### src/chan_pkg.sv
`default_nettype none

package chan_pkg;

	localparam int n_channels = 16;

	// One sample as held in a data channel.
	typedef logic signed [15:0] chan_data_t;

	typedef logic [$clog2(n_channels) - 1 : 0] chan_addr_t;

	// Writeback port, driven from the execute end of the core.
	typedef struct packed {
		logic enable;
		chan_addr_t addr;
		chan_data_t value;
	} chan_write_t;

endpackage

`default_nettype wire

### src/instr_pkg.sv
`default_nettype none

package instr_pkg;

	import chan_pkg::*;

	typedef enum logic [1:0] {
		opnd_none,
		opnd_channel,
		opnd_imm
	} operand_kind_t;

	// Value is the literal going in and the fetched operand coming out.
	typedef struct packed {
		operand_kind_t kind;
		chan_addr_t src;
		chan_data_t value;
	} operand_t;

	typedef logic [4:0] operation_t;

	typedef logic [7:0] commit_id_t;

	typedef struct packed {
		operation_t operation;
		operand_t [2:0] operands; // a, b and c.
		logic writes_channel;
		chan_addr_t dest;
		commit_id_t commit_id;
	} instr_t;

endpackage

`default_nettype wire

### src/channel_file.sv
`timescale 1ns/1ns
`default_nettype none

module channel_file
	import chan_pkg::*;
(
	input wire clk,
	input wire reset,

	input wire chan_write_t wb,

	input wire chan_addr_t [2:0] rd_addr,
	output chan_data_t [2:0] rd_data
);

	chan_data_t channels [n_channels];

	always_ff @(posedge clk) begin
		if (reset) begin
			for (int i = 0; i < n_channels; i++) begin
				channels[i] <= '0;
			end
		end else if (wb.enable) begin
			channels[wb.addr] <= wb.value;
		end
	end

	// One asynchronous read port per substage.
	always_comb begin
		for (int k = 0; k < 3; k++) begin
			rd_data[k] = channels[rd_addr[k]];
		end
	end

endmodule

`default_nettype wire

### src/channel_scoreboard.sv
`timescale 1ns/1ns
`default_nettype none

module channel_scoreboard
	import chan_pkg::*;
#(
	parameter int pending_width = 4
) (
	input wire clk,
	input wire reset,

	input wire add_valid,
	input wire chan_addr_t add_addr,

	input wire chan_write_t wb,

	input wire chan_addr_t query_addr,
	output logic pending,
	output logic pending_one
);

	logic [pending_width - 1 : 0] count [n_channels];

	logic [n_channels - 1 : 0] add_hit;
	logic [n_channels - 1 : 0] wb_hit;

	always_comb begin
		for (int i = 0; i < n_channels; i++) begin
			add_hit[i] = add_valid && add_addr == chan_addr_t'(i);
			wb_hit[i] = wb.enable && wb.addr == chan_addr_t'(i);
		end
	end

	// Add and writeback on the same channel cancel out.
	always_ff @(posedge clk) begin
		if (reset) begin
			for (int i = 0; i < n_channels; i++) begin
				count[i] <= '0;
			end
		end else begin
			for (int i = 0; i < n_channels; i++) begin
				if (add_hit[i] && !wb_hit[i])
					count[i] <= count[i] + 1'b1;
				else if (wb_hit[i] && !add_hit[i])
					count[i] <= count[i] - 1'b1;
			end
		end
	end

	assign pending = count[query_addr] != '0;
	assign pending_one = count[query_addr] == pending_width'(1);

	for (genvar i = 0; i < n_channels; i++) begin : g_check
		assert property (@(posedge clk) disable iff (reset)
			add_hit[i] && count[i] == '1 |-> wb_hit[i])
			else $error("Pending count of channel %0d wrapped", i);
		assert property (@(posedge clk) disable iff (reset)
			wb_hit[i] |-> count[i] != '0)
			else $error("Writeback to channel %0d with nothing pending", i);
	end

endmodule

`default_nettype wire

### src/operand_fetch_stage.sv
`timescale 1ns/1ns
`default_nettype none

module operand_fetch_stage
	import chan_pkg::*, instr_pkg::*;
#(
	parameter int pending_width = 4
) (
	input wire clk,
	input wire reset,

	input wire in_valid,
	output logic in_ready,
	input wire instr_t in_instr,

	output logic out_valid,
	input wire out_ready,
	output instr_t out_instr,

	input wire chan_write_t wb
);

	logic [2:0] fetch_valid;
	logic [2:0] fetch_ready; // Ready seen by the output of substage k.
	instr_t [2:0] fetch_instr;

	chan_addr_t [2:0] rd_addr;
	chan_data_t [2:0] rd_data;

	channel_file channels (
		.clk(clk),
		.reset(reset),
		.wb(wb),
		.rd_addr(rd_addr),
		.rd_data(rd_data)
	);

	operand_fetch_substage #(.operand_index(0), .pending_width(pending_width)) fetch_a (
		.clk(clk), .reset(reset),
		.in_valid(in_valid), .in_ready(in_ready), .in_instr(in_instr),
		.out_valid(fetch_valid[0]), .out_ready(fetch_ready[0]), .out_instr(fetch_instr[0]),
		.wb(wb), .rd_addr(rd_addr[0]), .rd_data(rd_data[0])
	);

	operand_fetch_substage #(.operand_index(1), .pending_width(pending_width)) fetch_b (
		.clk(clk), .reset(reset),
		.in_valid(fetch_valid[0]), .in_ready(fetch_ready[0]), .in_instr(fetch_instr[0]),
		.out_valid(fetch_valid[1]), .out_ready(fetch_ready[1]), .out_instr(fetch_instr[1]),
		.wb(wb), .rd_addr(rd_addr[1]), .rd_data(rd_data[1])
	);

	// Also hands out the commit ids.
	operand_fetch_substage #(.operand_index(2), .pending_width(pending_width)) fetch_c (
		.clk(clk), .reset(reset),
		.in_valid(fetch_valid[1]), .in_ready(fetch_ready[1]), .in_instr(fetch_instr[1]),
		.out_valid(fetch_valid[2]), .out_ready(fetch_ready[2]), .out_instr(fetch_instr[2]),
		.wb(wb), .rd_addr(rd_addr[2]), .rd_data(rd_data[2])
	);

	skid_buffer skid (
		.clk(clk),
		.reset(reset),
		.in_valid(fetch_valid[2]),
		.in_ready(fetch_ready[2]),
		.in_instr(fetch_instr[2]),
		.out_valid(out_valid),
		.out_ready(out_ready),
		.out_instr(out_instr)
	);

endmodule

`default_nettype wire

### src/operand_fetch_substage.sv
`timescale 1ns/1ns
`default_nettype none

module operand_fetch_substage
	import chan_pkg::*, instr_pkg::*;
#(
	parameter int operand_index = 0,
	parameter int pending_width = 4
) (
	input wire clk,
	input wire reset,

	input wire in_valid,
	output logic in_ready,
	input wire instr_t in_instr,

	output logic out_valid,
	input wire out_ready,
	output instr_t out_instr,

	input wire chan_write_t wb,

	output chan_addr_t rd_addr,
	input wire chan_data_t rd_data
);

	typedef enum logic {
		idle,
		hold
	} state_t;

	localparam bit stamps_commit = (operand_index == 2);

	state_t state;
	instr_t held;
	instr_t live_instr;
	instr_t fetched;
	operand_t live_op;
	chan_data_t opnd_value;
	commit_id_t next_commit;

	logic pending;
	logic pending_one;
	logic forward;
	logic resolved;
	logic out_free;
	logic take;
	logic capture;
	logic send;

	// While holding, the latched instruction drives the fetch logic.
	assign live_instr = (state == hold) ? held : in_instr;
	assign live_op = live_instr.operands[operand_index];
	assign rd_addr = live_op.src;

	channel_scoreboard #(
		.pending_width(pending_width)
	) scoreboard (
		.clk(clk),
		.reset(reset),
		.add_valid(send && live_instr.writes_channel),
		.add_addr(live_instr.dest),
		.wb(wb),
		.query_addr(live_op.src),
		.pending(pending),
		.pending_one(pending_one)
	);

	// Last outstanding write lands this cycle.
	assign forward = pending_one && wb.enable && wb.addr == live_op.src;
	assign resolved = live_op.kind != opnd_channel || !pending || forward;

	assign out_free = !out_valid || out_ready;
	assign in_ready = state == idle && out_free;
	assign take = in_valid && in_ready;
	assign capture = take && !resolved;
	assign send = resolved && out_free && (state == hold || in_valid);

	always_comb begin
		case (live_op.kind)
			opnd_imm: opnd_value = live_op.value;
			opnd_channel: opnd_value = forward ? wb.value : rd_data;
			default: opnd_value = '0;
		endcase
	end

	always_comb begin
		fetched = live_instr;
		fetched.operands[operand_index].value = opnd_value;
		if (stamps_commit && live_instr.writes_channel)
			fetched.commit_id = next_commit;
	end

	always_ff @(posedge clk) begin
		if (reset) begin
			state <= idle;
			out_valid <= 1'b0;
			next_commit <= '0;
		end else begin
			case (state)
				idle: if (capture) state <= hold;
				hold: if (send) state <= idle;
				default: state <= idle;
			endcase

			if (send)
				out_valid <= 1'b1;
			else if (out_ready)
				out_valid <= 1'b0;

			if (stamps_commit && send && live_instr.writes_channel)
				next_commit <= next_commit + 1'b1;
		end
	end

	always_ff @(posedge clk) begin
		if (capture)
			held <= in_instr;
		if (send)
			out_instr <= fetched;
	end

	assert property (@(posedge clk) disable iff (reset)
		out_valid && !out_ready |=> out_valid && $stable(out_instr))
		else $error("Substage %0d changed a stalled output", operand_index);

endmodule

`default_nettype wire

### src/skid_buffer.sv
`timescale 1ns/1ns
`default_nettype none

module skid_buffer
	import instr_pkg::*;
(
	input wire clk,
	input wire reset,

	input wire in_valid,
	output logic in_ready,
	input wire instr_t in_instr,

	output logic out_valid,
	input wire out_ready,
	output instr_t out_instr
);

	logic main_valid;
	logic skid_valid;
	instr_t main_instr;
	instr_t skid_instr;

	// Straight off a flop so nothing combinational reaches upstream.
	assign in_ready = !skid_valid;
	assign out_valid = main_valid;
	assign out_instr = main_instr;

	always_ff @(posedge clk) begin
		if (reset) begin
			main_valid <= 1'b0;
			skid_valid <= 1'b0;
		end else if (!main_valid || out_ready) begin
			if (skid_valid) begin
				main_valid <= 1'b1;
				skid_valid <= 1'b0;
			end else begin
				main_valid <= in_valid;
			end
		end else if (in_valid && in_ready) begin
			skid_valid <= 1'b1; // Main is stalled.
		end
	end

	always_ff @(posedge clk) begin
		if (!main_valid || out_ready)
			main_instr <= skid_valid ? skid_instr : in_instr;
		else if (in_valid && in_ready)
			skid_instr <= in_instr;
	end

	// With both registers full and no drain, the waiting item stays put.
	assert property (@(posedge clk) disable iff (reset)
		main_valid && skid_valid && !out_ready |=> skid_valid && $stable(skid_instr))
		else $error("Skid buffer accepted while full");

endmodule

`default_nettype wire
### config.mk
export PLATFORM = sky130hd
export DESIGN_NAME = operand_fetch_stage
export DESIGN_NICKNAME = d
export VERILOG_FILES = /design/src/chan_pkg.sv /design/src/instr_pkg.sv /design/src/channel_file.sv /design/src/channel_scoreboard.sv /design/src/operand_fetch_stage.sv /design/src/operand_fetch_substage.sv /design/src/skid_buffer.sv
export SDC_FILE = /design/constraint.sdc
export NUM_CORES = 2
export LEC_CHECK = 0
export BUFFER_PORTS_ARGS = -buffer_cell sky130_fd_sc_hd__buf_2
export CAP_MARGIN = 20
export CORE_MARGIN = 10
export CORE_UTILIZATION = 60
export DETAILED_ROUTE_END_ITERATION = 16
export PLACE_DENSITY_LB_ADDON = 0.15
export SLEW_MARGIN = 15
export SYNTH_ARGS = -nofsm -noshare
export SYNTH_HDL_FRONTEND = slang
export SYNTH_SLANG_ARGS = --single-unit
### constraint.sdc
create_clock -name clk -period 21.2 [get_ports clk]
set_input_delay 4.24 -clock clk [delete_from_list [all_inputs] [get_ports clk]]
set_output_delay 4.24 -clock clk [all_outputs]
set_load 0.005 [all_outputs]
==> impl_metrics.toml <==
[floorplanning]
die_h_um = 327
fp.dieArea_um2 = 107000
die_x_um = 327
start_util_pct = 60.6
core_um2 = 93500
rows = 112
io_pins = 195

[synthesis]
syn-num-nets = 4644
synth_edf_count = 1120
syn_inst = 4387
synth_area_um2 = 56700
yosysWarnings = 0
syn_area_per_cell_um2 = 12.9
synthFlopType = "edfxtp_1"
synth_cell_types = 68
ys_ff_latch = 1136
ys_seq_area_share_pct = 59.9
async_reset_ff_share_pct = 0

[global_routing]
grt_pass1_vias = 36800
antenna_found_initial = 17
grt_pass1_wl_um = 232000
grtUsageTotal_pct = 28.6
grt_overflow = 0
grt_max_degree = 140

[power]
ir_drop_mv = 0.0727
p_leak_nw = 23.7
p_per_area_nw_per_um2 = 90.1

[clock_tree]
clkSinkCount = 1136
cts_setup_buffers = 0
cts_tree = "done"
clkTransAtPathRegs_ns = 0.06
cts_root_buf = "clkbuf_16"
ctsLongestPathBuffers = 3
cts.repair.resized = 0
cts.htree.levels = 3
hold_buffers = 0
cts_buffers = 114
insertion_delay_ns = 0.73

[sta]
fin_ws_ns = 12.21
finalHoldViolCount = 0
rsz0062_at_grt = "false"
worst_slew_pin_slew_ns = 1.16
finalSetupTns_ns = 0
finalSetupViolations = 0
fin_crit_ns = 8.99
relSlewSlack_pct = 22.2
maxSlewViolCount = 0
max_freq_mhz = 111
fin_crit_sh_pct = 42.4
holdWs_ns = 0.444
skew_ns = 0.0681

[final_layout]
nets = 4772
mostFrequentLayoutCells = "1120 x edfxtp_1, 532 x nand2_1, 285 x mux2_2, 216 x mux2i_1, 210 x nor2_1"
stdcell_count = 5868
postLayoutCoreUtil_pct = 67.2
nFillCells = 6669
drive_above_1_share_pct = 19.0
area_growth_pct = 10.9
final_common_cell = "edfxtp_1"

[route]
routed_via_density = 6.39
antenna_left = 0
initialDrtViolationCount = 4593
dr_total_vias = 37500
wire_per_inst_um = 26.5
drcViolationCount = 0
first_pass_iters = 6
drt-total-wl_um = 155000

[setup_path]
worstPathMaxFanout = 90
criticalPathCategory = "primary input to flip-flop"
critPathLaunchType = "primary input"
reg2reg_depth = 18
end_kind = "flip-flop"
crit_required_ns = 21.73
arrival_ns = 9.52

[place]
portBuffers = 194
dpl.hpwl_um = 99900
post-place-ws_ns = 11.62
dp.cells = 5650
place.gp.congestion = 0.904

[flow_run]
maxCapViolCount = 0

[status]
outcome = "finished clean"

[worst_hold_path]
hp-class = "flip-flop to flip-flop"
min_path_cells = 0
-- final timing paths --
check	from	end	slack (ns)
worst max-delay path	in_instr[30]	fetch_a.scoreboard.count[10][3]	12.21
worst max register to register	fetch_c.state	fetch_c.scoreboard.count[8][3]	14.51
worst min register to register	fetch_a.out_instr[67]	fetch_b.held[67]	0.44
worst min-delay path	fetch_a.out_instr[67]	fetch_b.held[67]	0.44
-- sequential cells by signal (all words and copies together) (netlist names), 84 cells and up --
register,flops
fetch_a.held,84
channels.channels,256
fetch_a.out_instr,84
fetch_b.held,84
skid.skid_instr,84
skid.out_instr,84
fetch_c.held,84
fetch_c.out_instr,84
fetch_b.out_instr,84
-- power by group --
| part | internal [W] | total, W | switching (W) |
|---|---|---|---|
| registers | 0.00268 | 0.00278 | 0.0000941 |
| clock network | 0.00116 | 0.00203 | 0.000868 |
| logic | 0.000311 | 0.000861 | 0.000550 |
-- through the flow --
stage	instance area (um2)	total power [W]
after detailed placement	59000	0.00366
after floorplan	56700	0.00335
after global routing	62800	0.00585
after CTS	62800	0.00567
final	62800	0.00567
after global placement	59000	0.00364
-- area by class of cell --
class / instances / area, um2 / area share [%]
clock inverters: 70 / 741 / 1.18
inverters: 190 / 721 / 1.15
well taps: 1254 / 1570 / 2.50
diodes: 3 / 7.51 / 0.0119
multi-input cells: 2795 / 21200 / 33.7
flip-flops and latches: 1136 / 34000 / 54.0
repair buffers: 278 / 1660 / 2.64
clock buffers: 142 / 3030 / 4.82
-- critical path, stage by stage --
cell and delay, ns:
buf_2 0.12, mux2i_4 0.13, buf_4 0.50, buf_4 0.93
mux2i_1 0.17, mux2i_1 0.16, a32oi_1 0.17, a32o_1 0.34
or4b_4 0.74, nor3_1 0.48, nand2b_1 0.22, inv_1 0.09
ha_1 0.28, a21o_1 0.17, a21oi_1 0.17, xnor2_1 0.09
or3_1 0.30, a21oi_1 0.14
-- logic make-up (layout without fill, tap and decap cells) --
kind of cell / Yosys count / in the layout / synth area share, %
compound gates: 396 / 396 / 4.77
mux: 601 / 601 / 13.3
xor+xnor: 143 / 143 / 2.21
other cells: 0 / 3 / 0
fa+ha+maj: 148 / 148 / 3.86
flops: 1136 / 1136 / 59.9
buf+inv: 456 / 680 / 3.10
simple gates: 1507 / 1507 / 12.9
-- synthesized netlist by cell type (5+ instances only) --
cell         n  share of area [%]
edfxtp_1  1120                 59
nand2_1    532                3.5
mux2_2     285                5.7
mux2i_1    223                3.9
nor2_1     217                1.4
clkbuf_1   214                1.4
inv_1      184                1.2
and2_1     183                2.0
nand3_1    171                1.5
and3_1     156                1.7
a21oi_1    105               0.93
ha_1       103                2.3
nor3_1     100               0.88
mux4_2      87                3.5
xor2_1      74                1.1
xnor2_1     69                1.1
a311oi_1    66                1.0
nand2b_1    58               0.64
a21o_1      47               0.62
fa_1        45                1.6
o22ai_1     41               0.45
a31oi_1     39               0.43
buf_1       31               0.21
o21ai_0     31               0.27
nor4_1      26               0.29
buf_2       18               0.16
a22oi_1     16               0.21
dfxtp_1     16               0.57
nand4_1     11               0.12
or3_1        9              0.099
or2_2        7              0.077
nor2b_1      6              0.066
o211ai_1     6              0.079
or4_1        6              0.079
nor3_2       5              0.088
nor4b_1      5              0.077
o31ai_1      5              0.066
-- metal layers --
| layer | global-route usage, % | share of wire (%) | vias to the layer above |
|---|---|---|---|
| met2 | 44.0 | 45 | 2188 |
| met3 | 7.04 | 12 | 427 |
| met5 | 0 | 0.065 | - |
| met4 | 9.83 | 3.7 | 16 |
| li1 | - | - | 16400 |
| met1 | 39.5 | 39 | 18400 |
No activity file was read; power rests on OpenSTA's default activity.
